===== config.mk =====
export PLATFORM = sky130hd
export DESIGN_NAME = ex_stage
export DESIGN_NICKNAME = d
export VERILOG_FILES = /design/src/logic/rv_ex_pkg.sv /design/src/logic/ex_stage.sv /design/src/logic/branch_unit.sv /design/src/logic/int_alu.sv
export VERILOG_INCLUDE_DIRS = /design/src /design/src/logic
export SDC_FILE = /design/constraint.sdc
export NUM_CORES = 1
export LEC_CHECK = 0
export ABC_AREA = 1
export BUFFER_PORTS_ARGS = -buffer_cell sky130_fd_sc_hd__buf_2
export CAP_MARGIN = 5
export CORE_ASPECT_RATIO = 1.5
export CORE_MARGIN = 2
export CORE_UTILIZATION = 30
export CTS_CLUSTER_SIZE = 12
export DETAILED_ROUTE_END_ITERATION = 16
export GPL_ROUTABILITY_DRIVEN = 0
export MAX_ROUTING_LAYER = met4
export SLEW_MARGIN = 0
export SYNTH_ARGS = -nofsm -noshare
export SYNTH_HDL_FRONTEND = slang
export SYNTH_HIERARCHICAL = 1
export SYNTH_SLANG_ARGS = --single-unit

===== constraint.sdc =====
create_clock -name clk -period 2.1 [get_ports clk]
set_input_delay 0.105 -clock clk [delete_from_list [all_inputs] [get_ports clk]]
set_output_delay 0.105 -clock clk [all_outputs]
set_load 0.01 [all_outputs]

===== src/logic/rv_ex_consts.svh =====
// Shared constants for the RV32I execute stage.
// Include in every RTL file that needs the data width, the opcodes or
// the funct3/funct7 codes.

`ifndef RV_EX_CONSTS_SVH
`define RV_EX_CONSTS_SVH

`define XLEN        32          // data and address width
`define INST_BYTES  4           // link address step

// major opcodes that are kept
`define OPC_OP_IMM  7'b0010011
`define OPC_OP      7'b0110011
`define OPC_BRANCH  7'b1100011
`define OPC_JAL     7'b1101111
`define OPC_JALR    7'b1100111
`define OPC_LUI     7'b0110111
`define OPC_AUIPC   7'b0010111

// alu funct3
`define F3_ADD      3'b000
`define F3_SLL      3'b001
`define F3_SLT      3'b010
`define F3_SLTU     3'b011
`define F3_XOR      3'b100
`define F3_SR       3'b101      // srl / sra by bit 30
`define F3_OR       3'b110
`define F3_AND      3'b111

// branch funct3
`define F3_BEQ      3'b000
`define F3_BNE      3'b001
`define F3_BLT      3'b100
`define F3_BGE      3'b101
`define F3_BLTU     3'b110
`define F3_BGEU     3'b111

`define F7_BASE     7'b0000000
`define F7_ALT      7'b0100000  // sub, sra

`endif

===== src/logic/rv_ex_pkg.sv =====
// Instruction word types for the execute stage.
// rv_inst_u overlays the R, I, B, U and J formats on one 32-bit word,
// so decode logic can name fields instead of slicing bit ranges.

`include "rv_ex_consts.svh"

package rv_ex_pkg;

    typedef struct packed {
        logic [6:0] funct7;
        logic [4:0] rs2;
        logic [4:0] rs1;
        logic [2:0] funct3;
        logic [4:0] rd;
        logic [6:0] opcode;
    } rv_r_t;

    typedef struct packed {
        logic [11:0] imm;
        logic [4:0]  rs1;
        logic [2:0]  funct3;
        logic [4:0]  rd;
        logic [6:0]  opcode;
    } rv_i_t;

    // branch offset is scattered over the word
    typedef struct packed {
        logic       imm12;
        logic [5:0] imm10_5;
        logic [4:0] rs2;
        logic [4:0] rs1;
        logic [2:0] funct3;
        logic [3:0] imm4_1;
        logic       imm11;
        logic [6:0] opcode;
    } rv_b_t;

    typedef struct packed {
        logic [19:0] imm;     // bits 31:12 of the result
        logic [4:0]  rd;
        logic [6:0]  opcode;
    } rv_u_t;

    typedef struct packed {
        logic       imm20;
        logic [9:0] imm10_1;
        logic       imm11;
        logic [7:0] imm19_12;
        logic [4:0] rd;
        logic [6:0] opcode;
    } rv_j_t;

    typedef union packed {
        rv_r_t r;
        rv_i_t i;
        rv_b_t b;
        rv_u_t u;
        rv_j_t j;
    } rv_inst_u;

endpackage


===== src/logic/ex_stage.sv =====
// Execute stage of a small RV32I core.
// Takes one instruction per cycle with its pc and source register values,
// marked by inst_valid_i, and presents write-back and jump results one
// cycle later. No back-pressure. Unknown opcodes and bad funct7 values
// pass through with no write and no jump.

`timescale 1ns/1ps

`include "rv_ex_consts.svh"

module ex_stage import rv_ex_pkg::*; (
    input  logic             clk,
    input  logic             rst_n_i,
    input  logic             inst_valid_i,
    input  logic [`XLEN-1:0] inst_i,
    input  logic [`XLEN-1:0] pc_i,
    input  logic [`XLEN-1:0] rs1_data_i,
    input  logic [`XLEN-1:0] rs2_data_i,
    output logic             ex_valid_o,
    output logic             rd_we_o,
    output logic [`XLEN-1:0] rd_wdata_o,
    output logic             jump_o,
    output logic [`XLEN-1:0] jump_addr_o
);

    rv_inst_u         inst;
    logic [6:0]       opcode;
    logic             is_op_imm;
    logic             is_op;
    logic             is_branch;
    logic             is_jal;
    logic             is_jalr;
    logic             is_lui;
    logic             is_auipc;
    logic             f7_ok;
    logic             we;
    logic [`XLEN-1:0] imm_i;
    logic [`XLEN-1:0] imm_u;
    logic [`XLEN-1:0] alu_b;
    logic [`XLEN-1:0] alu_res;
    logic [`XLEN-1:0] link_addr;
    logic [`XLEN-1:0] wdata;
    logic             br_take;
    logic [`XLEN-1:0] br_target;

    assign inst   = inst_i;
    assign opcode = inst.r.opcode;

    assign is_op_imm = opcode == `OPC_OP_IMM;
    assign is_op     = opcode == `OPC_OP;
    assign is_branch = opcode == `OPC_BRANCH;
    assign is_jal    = opcode == `OPC_JAL;
    assign is_jalr   = opcode == `OPC_JALR;
    assign is_lui    = opcode == `OPC_LUI;
    assign is_auipc  = opcode == `OPC_AUIPC;

    // mul group and anything else in funct7 is rejected
    assign f7_ok = (inst.r.funct7 == `F7_BASE) || (inst.r.funct7 == `F7_ALT);

    assign imm_i     = {{(`XLEN-12){inst.i.imm[11]}}, inst.i.imm};
    assign imm_u     = {inst.u.imm, 12'b0};
    assign alu_b     = is_op_imm ? imm_i : rs2_data_i;
    assign link_addr = pc_i + `XLEN'(`INST_BYTES);

    int_alu u_alu (
        .op_a_i     (rs1_data_i),
        .op_b_i     (alu_b),
        .funct3_i   (inst.r.funct3),
        .alt_i      (inst_i[30]),
        .imm_form_i (is_op_imm),
        .result_o   (alu_res)
    );

    branch_unit u_branch (
        .inst_i      (inst),
        .pc_i        (pc_i),
        .rs1_data_i  (rs1_data_i),
        .rs2_data_i  (rs2_data_i),
        .is_branch_i (is_branch),
        .is_jal_i    (is_jal),
        .is_jalr_i   (is_jalr),
        .take_o      (br_take),
        .target_o    (br_target)
    );

    assign we = is_op_imm | (is_op & f7_ok) | is_jal | is_jalr | is_lui | is_auipc;

    always_comb begin
        if (is_jal || is_jalr) begin
            wdata = link_addr;
        end else if (is_lui) begin
            wdata = imm_u;
        end else if (is_auipc) begin
            wdata = pc_i + imm_u;
        end else begin
            wdata = alu_res;            // op, op-imm, don't care otherwise
        end
    end

    always_ff @(posedge clk or negedge rst_n_i) begin
        if (!rst_n_i) begin
            ex_valid_o  <= 1'b0;
            rd_we_o     <= 1'b0;
            jump_o      <= 1'b0;
            rd_wdata_o  <= '0;
            jump_addr_o <= '0;
        end else begin
            ex_valid_o <= inst_valid_i;
            rd_we_o    <= inst_valid_i & we;
            jump_o     <= inst_valid_i & br_take;
            if (inst_valid_i) begin     // data holds on idle cycles
                rd_wdata_o  <= wdata;
                jump_addr_o <= br_target;
            end
        end
    end

endmodule


===== src/logic/branch_unit.sv =====
// Branch and jump resolution for the execute stage.
// Evaluates the branch condition from funct3 and computes the target
// for branches, JAL and JALR. Kind flags come one-hot from the decoder.
// Purely combinational.

`timescale 1ns/1ps

`include "rv_ex_consts.svh"

module branch_unit import rv_ex_pkg::*; (
    input  rv_inst_u         inst_i,
    input  logic [`XLEN-1:0] pc_i,
    input  logic [`XLEN-1:0] rs1_data_i,
    input  logic [`XLEN-1:0] rs2_data_i,
    input  logic             is_branch_i,
    input  logic             is_jal_i,
    input  logic             is_jalr_i,
    output logic             take_o,
    output logic [`XLEN-1:0] target_o
);

    logic [`XLEN-1:0] b_off;
    logic [`XLEN-1:0] j_off;
    logic [`XLEN-1:0] i_off;
    logic [`XLEN-1:0] base;
    logic [`XLEN-1:0] offset;
    logic [`XLEN-1:0] sum;
    logic             eq;
    logic             lt_s;
    logic             lt_u;
    logic             cond;

    assign b_off = {{(`XLEN-13){inst_i.b.imm12}}, inst_i.b.imm12, inst_i.b.imm11,
                    inst_i.b.imm10_5, inst_i.b.imm4_1, 1'b0};
    assign j_off = {{(`XLEN-21){inst_i.j.imm20}}, inst_i.j.imm20, inst_i.j.imm19_12,
                    inst_i.j.imm11, inst_i.j.imm10_1, 1'b0};
    assign i_off = {{(`XLEN-12){inst_i.i.imm[11]}}, inst_i.i.imm};

    assign eq   = rs1_data_i == rs2_data_i;
    assign lt_s = $signed(rs1_data_i) < $signed(rs2_data_i);
    assign lt_u = rs1_data_i < rs2_data_i;

    always_comb begin
        case (inst_i.b.funct3)
            `F3_BEQ:  cond = eq;
            `F3_BNE:  cond = ~eq;
            `F3_BLT:  cond = lt_s;
            `F3_BGE:  cond = ~lt_s;
            `F3_BLTU: cond = lt_u;
            `F3_BGEU: cond = ~lt_u;
            default:  cond = 1'b0;      // 010, 011 not branches
        endcase
    end

    // one adder shared by all three kinds
    assign base   = is_jalr_i ? rs1_data_i : pc_i;
    assign offset = is_jalr_i ? i_off : (is_jal_i ? j_off : b_off);
    assign sum    = base + offset;

    assign target_o = {sum[`XLEN-1:1], sum[0] & ~is_jalr_i};  // jalr clears bit 0
    assign take_o   = (is_branch_i & cond) | is_jal_i | is_jalr_i;

endmodule


===== src/logic/int_alu.sv =====
// Integer ALU of the execute stage.
// Serves both register-register and register-immediate operations.
// The caller passes the immediate already sign-extended on op_b_i and
// flags the immediate form, so bit 30 only means SUB for register ops.
// Purely combinational.

`timescale 1ns/1ps

`include "rv_ex_consts.svh"

module int_alu (
    input  logic [`XLEN-1:0] op_a_i,
    input  logic [`XLEN-1:0] op_b_i,
    input  logic [2:0]       funct3_i,
    input  logic             alt_i,       // instruction bit 30
    input  logic             imm_form_i,
    output logic [`XLEN-1:0] result_o
);

    logic [4:0]              shamt;
    logic                    sub_sel;
    logic [`XLEN-1:0]        add_res;
    logic [`XLEN-1:0]        srl_res;
    logic signed [`XLEN-1:0] sra_res;
    logic                    lt_s;
    logic                    lt_u;

    assign shamt   = op_b_i[4:0];           // only low five bits count
    assign sub_sel = alt_i & ~imm_form_i;   // addi imm may have bit 30 set

    assign add_res = sub_sel ? (op_a_i - op_b_i) : (op_a_i + op_b_i);

    // right shifts for the SR case
    assign srl_res = op_a_i >> shamt;
    assign sra_res = $signed(op_a_i) >>> shamt;

    assign lt_s = $signed(op_a_i) < $signed(op_b_i);
    assign lt_u = op_a_i < op_b_i;

    always_comb begin
        case (funct3_i)
            `F3_ADD: begin
                result_o = add_res;
            end
            `F3_SLL: begin
                result_o = op_a_i << shamt;
            end
            `F3_SLT: begin
                result_o = {{(`XLEN-1){1'b0}}, lt_s};
            end
            `F3_SLTU: begin
                result_o = {{(`XLEN-1){1'b0}}, lt_u};
            end
            `F3_XOR: begin
                result_o = op_a_i ^ op_b_i;
            end
            `F3_SR: begin
                if (alt_i) begin
                    result_o = sra_res;     // srai as well as sra
                end else begin
                    result_o = srl_res;
                end
            end
            `F3_OR: begin
                result_o = op_a_i | op_b_i;
            end
            `F3_AND: begin
                result_o = op_a_i & op_b_i;
            end
            default: begin
                result_o = '0;
            end
        endcase
    end

endmodule


## After elaboration in Yosys (flattened, before gate mapping)

Cells that the tools add are included.

- Register bits after elaboration: 67
- Latch bits: 0
- Bits in writable memories: 0
- ROM bits: 0
- Input bits: 131
- Output and inout port bits: 67
- Logic and storage cells: 69
- Memories: 0

- Add/sub/neg operators: 5
- Multipliers: 0
- Divide/modulo/power cells: 0
- $lt $le $gt $ge: 4
- Equality and inequality tests: 16
- Shifts and indexed selects: 3
- Multiplexer cells: 11
- Bitwise operators: 21
- Reduce and logical (&&, ||, !) cells: 4

Operators with widths:

| cell | count |
|---|---|
| case mux 32 bit (8 select lines) | 1 |
| 2-to-1 mux 32 bit | 7 |
| < comparator 32 bit | 4 |
| adder 32 bit | 3 |
| 2-to-1 mux 20 bit | 2 |
| adder 32 x 3 -> 32 bit, second input constant | 1 |
| AND 32 bit | 1 |
| equality test 32 bit | 1 |
| OR 32 bit | 1 |
| left shift 32 x 5 -> 32 bit | 1 |
| >> shifter 32 x 5 -> 32 bit | 1 |
| >>> shifter 32 x 5 -> 32 bit | 1 |
| subtractor 32 bit | 1 |
| XOR 32 bit | 1 |
| equality test 7 x 6 -> 1 bit, second input constant | 3 |
| equality test 7 bit, second input constant | 3 |
| equality test 7 x 5 -> 1 bit, second input constant | 2 |
| equality test 3 bit, second input constant | 4 |
| zero test 7 bit | 1 |
| OR 1 bit | 7 |
| AND 1 bit | 6 |
| equality test 3 x 2 -> 1 bit, second input constant | 2 |
| case mux 1 bit (6 select lines) | 1 |
| NOT 1 bit | 5 |
| 3 further kinds | 4 |

## Logic depth before layout (Yosys ltp)

Gate-level depths: netlist of run 1.

- Word-level depth: 9
- Depth in mapped cells: 33
- Gate-level depth less buffers: 29

## Cells and area by module

The synthesis of run 1 kept the hierarchy.

Modules (own cells, without submodules):

| module | instances | cells an instance | area an instance (um^2) | sequential area each (um^2) |
|---|---|---|---|---|
| int_alu | 1 | 1984 | 9703.1 | 0.0 |
| ex_stage | 1 | 921 | 5810.6 | 1676.6 |
| branch_unit | 1 | 593 | 3280.6 | 0.0 |

## Worst setup path after synthesis of run 1

Ideal clock, no wire load.

- Path type: input to register
- From: input port inst_i[1]
- To: register rd_wdata_o[23]
- Library setup time: 0.117 ns
- Arrival: 3.368 ns
- Data required time: 1.983 ns
- Path slack: -1.385 ns
- Stages on the path: 31
- Buffers on the path: 3
- Cells stage by stage: nand2_2 nor2_4 nand2_1 nor2_4 inv_1 clkbuf_1 o21ai_0 clkinv_1 buf_2 buf_1 ha_1 inv_1 nand2_1 nand3_1 nand2_1 nand2_1 nand2_1 nand2_1 nand2_1 nand2_1 nand2_1 nand2_1 nand2_1 nand2_1 nand2_1 nor2_1 nor2_1 a21oi_1 nand2_1 o21ai_1 inv_1

- Word-level cells in the longest chain between the ends: 8
- Elaborated cells on any way between the ends: 23
- Those cells by class: 2 x add/sub; 5 x eq/ne; 3 x shift; 7 x mux; 5 x bitwise; 1 x reduce/logical

RTL lines:

| item | RTL line | text |
|---|---|---|
| from (decl) | ex_stage.sv:15 | `` input logic [`XLEN-1:0] inst_i, `` |
| equality test 7 x 5 -> 1 bit (no source line) * | n/a |  |
| via is_op_imm | ex_stage.sv:28 | `logic is_op_imm;` |
| 2-to-1 mux 32 bit * | ex_stage.sv:62 | `assign alu_b = is_op_imm ? imm_i : rs2_data_i;` |
| via alu_b[2] | ex_stage.sv:39 | `` logic [`XLEN-1:0] alu_b; `` |
| adder 32 bit (tied with other cells) | int_alu.sv:31 | `assign add_res = sub_sel ? (op_a_i - op_b_i) : (op_a_i + op_b_i);` |
| 2-to-1 mux 32 bit (on tied branches) | int_alu.sv:31, int_alu.sv:58 |  |
| case mux 32 bit (8 select lines) * | int_alu.sv:41 | `case (funct3_i)` |
| via alu_res[23] | ex_stage.sv:40 | `` logic [`XLEN-1:0] alu_res; `` |
| 2-to-1 mux 32 bit * | ex_stage.sv:93 | `end else if (is_auipc) begin` |
| 2-to-1 mux 32 bit * | ex_stage.sv:91 | `end else if (is_lui) begin` |
| 2-to-1 mux 32 bit * | ex_stage.sv:89 | `if (is_jal \|\| is_jalr) begin` |
| to (signal assigned) | ex_stage.sv:112 | `rd_wdata_o <= wdata;` |
| to (decl) | ex_stage.sv:21 | `` output logic [`XLEN-1:0] rd_wdata_o, `` |

The timed path passes the listed nets; every way through them passes the cells marked *.
A chain may end at the register's enable or synchronous reset.

## Worst setup path in the final report of run 1

- From: input port inst_i[0]
- To: register rd_wdata_o[19]

The elaborated chain is that of the path after synthesis.

==> run_results.csv, run 1 <==
group,metric,value,unit
cells_and_area,drive_gt1_share,41.63,%
setup_path,endpoint_kind,"flop",
timing,setup_viol,60,
setup_path,r2r-end,"rd_wdata_o[27]",
yosys,netlist_instances,3498,
cts,clk_pin_slew,0.07,ns
setup_path,r2r_slack,1.11,ns
timing,finalHoldViolations,0,
grt,grt_max_degree,68,
floorplanning,core-area,0.06208,sq mm
placement,place_ws,-1.996,ns
route,drc,0,
worst_hold_path,min_path_cells,3,
timing,report.final.slew_viol_count,0,
route,vias,29280,
timing,rsz0062_at_grt,"true",
route,drt-pass1-iter-count,6,
floorplanning,io_pins,198,
yosys,syn_avg_cell_area,5.373,sq um
route,wirelength,126.5,mm
floorplanning,start_util,30.27,%
grt,grt_pass1_wl,176.4,mm
placement,port_buffers,197,
yosys,syn-cell-area,0.01879,sq mm
setup_path,critPathRequiredTime,2.42,ns
setup_path,startpoint,"inst_i[0]",
route,wl_per_cell,24.12,microns
yosys,synth_cell_types,68,
timing,fin_skew,0,ns
floorplanning,dieArea,0.06471,sq mm
grt,first_global_vias,27750,
floorplanning,fp.dieW,208.4,microns
cts,clkLatencyLatePin,0.36,ns
floorplanning,dieHeight,310.6,microns
grt,grtUsageTotal,38.50,%
setup_path,reg2reg_depth,3,
cells_and_area,final_nets,4739,
setup_path,crit_fanout,29,
setup_path,criticalPathCategory,"in2reg",
route,ant_nets,0,
setup_path,arrival,3.50,ns
timing,period_share,151.6,%
grt,antenna_found_initial,17,
power_and_ir_drop,power_leakage,16.44,nW
timing,min_period,3.183,ns
cts,clockRootBuffer,"clkbuf_16",
worst_hold_path,hold_start,"pc_i[0]",
worst_hold_path,hold_class,"in2reg",
route,vias_per_cell,5.581,
cts,cts_tree,"done",
cells_and_area,fin_util,50.33,%
placement,dp_hpwl,93.20,mm
power_and_ir_drop,p_per_area,384.6,mW/mm^2
timing,tightestPinTransition,0.9826,ns
setup_path,critPathLaunchType,"input port",
setup_path,reg2reg_from,"rd_wdata_o[27]",
yosys,seq_area_frac_synth,8.921,%
yosys,postSynth.asyncResetShare,100.0,%
yosys,synth_edf_count,0,
grt,grt.overflow.total,0,
cells_and_area,area_growth,66.25,%
floorplanning,rows,112,
timing,slew_headroom,34.49,%
timing,fin_ws,-1.083,ns
yosys,ys_warn_count,6,
cts,h-tree-depth,3,
timing,fmax,314.1,MHz
yosys,synthFlopType,"dfrtp_1",
yosys,ys_ff_latch,67,
cts,clock_sinks,67,
worst_hold_path,min_to,"rd_wdata_o[0]",
yosys,synth.net_count,3813,
cts,cts_inserted_buffers,9,
status,status,"complete, but fails checks",
route,first_iter_violations,2978,
power_and_ir_drop,vdd_drop_max,0.0004462,V
status,violations,"setup timing",
cts,clk_path_buf_depth,2,
flow_run,cap_violations,0,
timing,fin_tns_setup,-41.87,ns
power_and_ir_drop,finalPower,12.02,mW
[registers in the layout, indices dropped and copies added, names as in the netlist]
register and count:
jump_addr_o 32, rd_wdata_o 32, rd_we_o 1, ex_valid_o 1, jump_o 1
[report_power, final]
part | internal, mW | switching (mW) | leakage [nW]
sequential | 1.51 | 0.155 | 0.814
combinational | 3.65 | 5.22 | 15.5
clock | 0.795 | 0.699 | 0.135
total | 5.95 | 6.07 | 16.4
[routing by layer]
metal  global-route usage (%)  vias up  share of wire, %
li1                         -    13170                 -
met1                    36.57    13280                32
met2                    61.06     1914                45
met3                    11.78      916                10
met4                    38.28        0                14
met5                        -        -                 0
[synthesized netlist by cell type (27+ instances only)]
library cell / number / area share, %
nand2_1: 1294 / 26
inv_1: 430 / 8.6
nand3_1: 355 / 9.5
nor2_1: 286 / 5.7
ha_1: 180 / 12
a21oi_1: 170 / 4.5
o21ai_0: 115 / 3.1
dfrtp_1: 67 / 8.9
buf_2: 60 / 1.6
clkbuf_1: 47 / 0.94
nor3_1: 46 / 1.2
o21ai_1: 40 / 1.1
o211ai_1: 36 / 1.4
xor2_1: 35 / 1.6
nand4_1: 27 / 0.90
[how the worst max path moves through the flow]
stage | endpoint | cells after the start
floorplan | rd_wdata_o[17] | 31
global placement | rd_wdata_o[28] | 26
detailed placement | rd_wdata_o[28] | 25
CTS | rd_wdata_o[24] | 32
global route | rd_wdata_o[24] | 32
finish | rd_wdata_o[19] | 26
[cell type report]
cell class                      instances  area (sq um)
Fill cell                            6051         30830
Multi-Input combinational cell       2830         18140
Timing Repair Buffer                 1057          8292
Inverter                              458          1808
Sequential cell                        67          1677
Tap cell                              798         998.5
Clock buffer                            9         225.2
Antenna cell                           19         47.55
Clock inverter                          7         45.04
Timing Repair inverter                  1         11.26
[stage by stage]
step	std cells	area [sq um]	hold WS, ns
6_report	5246	31250	0.08466
5_1_grt	5242	31240	0.1040
4_1_cts	5189	29280	0.07498
3_5_place_dp	5120	26490	0.3074
3_3_place_gp	5120	26490	0.3000
2_1_floorplan	3498	19400	-0.1906
[cells in the final DEF, fill, tap and decap left out, types with 81 or more instances in the layout]
master	instances
nand2_1	1075
buf_4	749
inv_1	376
nand3_1	253
nor2_1	199
buf_2	189
nand2_2	176
ha_1	126
a21oi_1	116
nand3_2	81
[logic make-up (layout without fill, tap and decap cells)]
| family | count (synthesis) | in the layout | share of synthesized area [%] |
|---|---|---|---|
| fa+ha+maj | 184 | 184 | 12.41 |
| simple gates | 2089 | 2089 | 46.87 |
| buf+inv | 601 | 1532 | 13.16 |
| xor+xnor | 55 | 55 | 2.563 |
| other cells | 0 | 19 | 0 |
| flops | 67 | 67 | 8.921 |
| mux | 7 | 7 | 0.4593 |
| compound gates | 495 | 495 | 15.61 |
[repair_timing]
item | CTS | global route
buffers inserted | 48 | 44
pin swaps | 195 | 198
setup endpoints to repair | 62 | 62
endpoints found under the hold margin | 67 | 0
hold buffers | 1 | 0
resized for setup | 523 | 402
cloned | 7 | 3
[critical path, stage by stage]
cell and delay (ns):
buf_8 0.08, nand2_8 0.05, nor2_4 0.11, nand2_2 0.09
nor2_4 0.22, buf_12 0.16, inv_12 0.04, buf_12 0.14
o21ai_4 0.22, buf_4 0.15, buf_6 0.26, buf_8 0.27
nand3_1 0.11, nand2_1 0.10, nand2_2 0.08, nand2_2 0.11
nand2_1 0.07, a21oi_1 0.31, nor2_4 0.08, nand2_2 0.08
nor2_2 0.04, nor2_2 0.16, nand2_1 0.10, nand4_1 0.16
o21ai_1 0.09, inv_1 0.06
Note: power is estimated with default switching activity, not from simulation.
==> inputs of run 2 (changes only) <==
--- a/config.mk
+++ b/config.mk
@@ -11,7 +11,7 @@
 export CAP_MARGIN = 5
 export CORE_ASPECT_RATIO = 1.5
 export CORE_MARGIN = 2
-export CORE_UTILIZATION = 30
+export CORE_UTILIZATION = 46
 export CTS_CLUSTER_SIZE = 12
 export DETAILED_ROUTE_END_ITERATION = 16
 export GPL_ROUTABILITY_DRIVEN = 0
==> constraint.sdc (replaced) <==
create_clock -name clk -period 2.1 [get_ports clk]
set_input_delay 0.105 -clock clk [delete_from_list [all_inputs] [get_ports clk]]
set_output_delay 0.105 -clock clk [all_outputs]
set_load 0.1 [all_outputs]
==> run_results.csv, run 2 <==
group,metric,value,unit
status,status,"aborted with a tool error",
status,failed_stage,"global routing",
status,stop_error,"[ERROR GRT-0116] Global routing finished with congestion. Check the congestion regions in the DRC Viewer.",
grt,grt_pass1_wl,182.5,mm
floorplanning,fp.dieW,169.0,microns
yosys,postSynth.asyncResetShare,100.0,%
grt,grtUsageTotal,58.39,%
grt,grt.overflow.total,6,
yosys,seq_area_frac_synth,8.921,%
yosys,ys_warn_count,6,
placement,port_buffers,197,
yosys,synth_top_area_share,25.84,%
cts,clk_path_buf_depth,2,
yosys,synth.net_count,3813,
floorplanning,dieHeight,251.6,microns
placement,dp_hpwl,88.15,mm
floorplanning,io_pins,198,
yosys,yosysMostFrequentCell,"nand2_1",
yosys,synth_top_area_cell,"nand2_1",
yosys,synth_edf_count,0,
cts,clock_sinks,67,
yosys,ys_top_cells_by_area,"nand2_1 26%, ha_1 12%, nand3_1 9.5%",
yosys,synthFlopType,"dfrtp_1",
grt,first_global_vias,30970,
yosys,syn_avg_cell_area,5.373,sq um
yosys,syn-cell-area,0.01879,sq mm
yosys,synth_cell_types,68,
yosys,netlist_instances,3498,
grt,grt_max_degree,68,
yosys,synth_common_cells,"1294 x nand2_1, 430 x inv_1, 355 x nand3_1",
cts,cts_inserted_buffers,9,
cts,clockRootBuffer,"clkbuf_16",
cts,h-tree-depth,3,
floorplanning,start_util,46.62,%
yosys,ys_ff_latch,67,
placement,place_ws,-2.086,ns
floorplanning,rows,90,
run 2: what timing repair did:
action,CTS
endpoints found under the setup margin,59
resized for setup,511
endpoints found under the hold margin,67
hold buffers,1
buffers inserted,58
cloned,8
pin swaps,179
run 2: metrics by stage:
step           hold WS, ns  setup TNS, ns  instance area, sq um  utilization, %  std cells
3_5_place_dp        0.1427         -74.60                 26340           65.34       4851
4_1_cts             0.1067         -32.99                 29300           72.68       4931
3_3_place_gp        0.1424         -70.84                 26340           65.34       4851
2_1_floorplan      -0.1906         -28.66                 19400               -       3498
run 2: kinds of logic after synthesis:
group	Yosys count	share of synthesized area, %
flops	67	8.921
fa+ha+maj	184	12.41
simple gates	2089	46.87
compound gates	495	15.61
buf+inv	601	13.16
xor+xnor	55	2.563
mux	7	0.4593
run 2: layer usage:
| metal | overflow | global-route usage (%) |
|---|---|---|
| met1 | 0 | 55.57 |
| met2 | 5 | 83.76 |
| met3 | 0 | 26.84 |
| met4 | 1 | 61.76 |
| met5 | - | - |
==> inputs of run 3 (changes only) <==
--- a/config.mk
+++ b/config.mk
@@ -9,13 +9,11 @@
 export ABC_AREA = 1
 export BUFFER_PORTS_ARGS = -buffer_cell sky130_fd_sc_hd__buf_2
 export CAP_MARGIN = 5
-export CORE_ASPECT_RATIO = 1.5
 export CORE_MARGIN = 2
-export CORE_UTILIZATION = 46
-export CTS_CLUSTER_SIZE = 12
+export CORE_UTILIZATION = 31
 export DETAILED_ROUTE_END_ITERATION = 16
 export GPL_ROUTABILITY_DRIVEN = 0
-export MAX_ROUTING_LAYER = met4
+export PLACE_DENSITY_LB_ADDON = 0.15
 export SLEW_MARGIN = 0
 export SYNTH_ARGS = -nofsm -noshare
 export SYNTH_HDL_FRONTEND = slang
==> run_results.csv, run 3 (synthesized netlist as in run 1, its figures left out) <==
group,metric,value,unit
timing,min_period,2.978,ns
cells_and_area,fin_util,52.37,%
route,wirelength,114.1,mm
grt,antenna_found_initial,4,
timing,rsz0062_at_grt,"true",
timing,holdWs,0.07778,ns
cts,clock_sinks,67,
placement,port_buffers,197,
cells_and_area,top_regs,"jump_addr_o x32, rd_wdata_o x32",
route,first_iter_violations,3264,
flow_run,cap_violations,0,
floorplanning,fp.dieW,250.2,microns
cts,clk_path_buf_depth,2,
cts,clockRootBuffer,"clkbuf_16",
grt,grt_max_degree,60,
route,vias,27670,
cells_and_area,diodes,0,
floorplanning,dieArea,0.06261,sq mm
power_and_ir_drop,vdd_drop_max,0.0004484,V
setup_path,endpoint_kind,"flop",
route,drc,0,
timing,fin_ws,-0.8781,ns
setup_path,crit_fanout,8,
timing,setup_viol,61,
cts,clkLatencyLatePin,0.38,ns
setup_path,crit_slowest_cell,"ha_4",
setup_path,arrival,3.23,ns
status,violations,"setup timing",
cells_and_area,final_nets,4741,
timing,tightestPinTransition,0.5652,ns
timing,fin_skew,0,ns
cells_and_area,final_cell_mix,"1079 x nand2_1, 741 x buf_4, 376 x inv_1",
setup_path,cp_slowest_stage_delay,0.30,ns
power_and_ir_drop,power_leakage,16.45,nW
setup_path,cpMostUsedCell,"nand2_2",
setup_path,critPathLaunchType,"input port",
setup_path,criticalPathCategory,"in2reg",
cells_and_area,layout_commonest_cell,"nand2_1",
grt,first_global_vias,25790,
placement,placed_area,0.02665,sq mm
setup_path,r2r_slack,1.18,ns
timing,finalHoldViolations,0,
floorplanning,io_pins,198,
floorplanning,core-area,0.06013,sq mm
cells_and_area,area_growth,67.56,%
timing,period_share,141.8,%
cts,h-tree-depth,3,
timing,slew_headroom,62.58,%
cells_and_area,drive_gt1_share,42.09,%
route,wl_per_cell,21.89,microns
floorplanning,dieHeight,250.2,microns
route,vias_per_cell,5.308,
floorplanning,rows,90,
cells_and_area,fillers,6135,
placement,dp_hpwl,92.53,mm
floorplanning,start_util,31.25,%
grt,grt.overflow.total,0,
status,status,"complete, but fails checks",
cells_and_area,final_area,0.03149,sq mm
timing,fmax,335.8,MHz
route,drt-pass1-iter-count,7,
power_and_ir_drop,p_per_area,430.9,mW/mm^2
setup_path,critPathRequiredTime,2.36,ns
cts,cts_inserted_buffers,9,
route,ant_nets,0,
worst_hold_path,hold_class,"in2reg",
timing,report.final.slew_viol_count,0,
cts,cts_tree,"done",
cts,clk_pin_slew,0.07,ns
grt,grt_pass1_wl,164.1,mm
grt,grtUsageTotal,34.93,%
-- run 3: what timing repair did --
| item | in CTS | in global routing |
|---|---|---|
| endpoints found under the setup margin | 62 | 63 |
| setup buffers | 67 | 30 |
| cloned | 8 | 2 |
| endpoints found under the hold margin | 67 | 0 |
| pin swaps | 200 | 216 |
| hold buffers | 1 | 0 |
| gates resized for setup | 609 | 316 |
-- run 3: where the power goes --
part	total [mW]	switching (mW)	internal, mW
sequential	1.66	0.155	1.50
combinational	10.2	6.51	3.68
clock	1.72	0.782	0.941
-- run 3: through the flow --
step,setup TNS [ns],power [mW],std cells,setup WS [ns]
after floorplan,-28.66,6.599,3498,-0.8245
after global placement,-67.21,10.21,5105,-1.484
after detailed placement,-68.78,10.21,5105,-1.515
after CTS,-35.59,12.91,5190,-0.7885
after global routing,-44.42,14.20,5213,-1.073
final,-37.19,13.57,5213,-0.8781
-- run 3: worst max-delay path: cells and delay by family --
kind	cells	cell delay [ns]
and+or+nand+nor	16	1.26
buffers and inverters	8	0.91
AOI/OAI and AO/OA	3	0.50
adders and majority gates	1	0.30
xor gates and xnor gates	1	0.14
-- run 3: layout make-up --
type / instances / area [sq um] / area share, %
timing repair buffer: 1059 / 8416 / 26.72
clock inverter: 7 / 81.33 / 0.2583
tap: 782 / 978.4 / 3.107
timing repair inverter: 1 / 7.507 / 0.02384
multi-input combinational: 2830 / 18320 / 58.17
clock buffer: 9 / 225.2 / 0.7152
inverter: 458 / 1788 / 5.678
sequential: 67 / 1677 / 5.324
-- run 3: path summary, 6_finish.rpt --
| kind | start | end | cells past startpoint |
|---|---|---|---|
| worst max-delay path | inst_i[0] | rd_wdata_o[15] | 29 |
| worst min-delay path | pc_i[0] | rd_wdata_o[0] | 3 |
| worst max register to register | rd_wdata_o[31] | rd_wdata_o[31] | 3 |
| worst min register to register | jump_addr_o[1] | jump_addr_o[1] | 2 |
| max in group asynchronous | rst_n_i | jump_addr_o[25] | 3 |
| min in group asynchronous | rst_n_i | rd_wdata_o[2] | 2 |
-- run 3: routing by layer --
metal  track usage [%]  vias up  share of wire, %
li1                  -    13100                 -
met1             45.96    12830                41
met2             51.27     1474                40
met3             9.030      260                11
met4             20.44        8               7.2
met5                 0        -             0.046
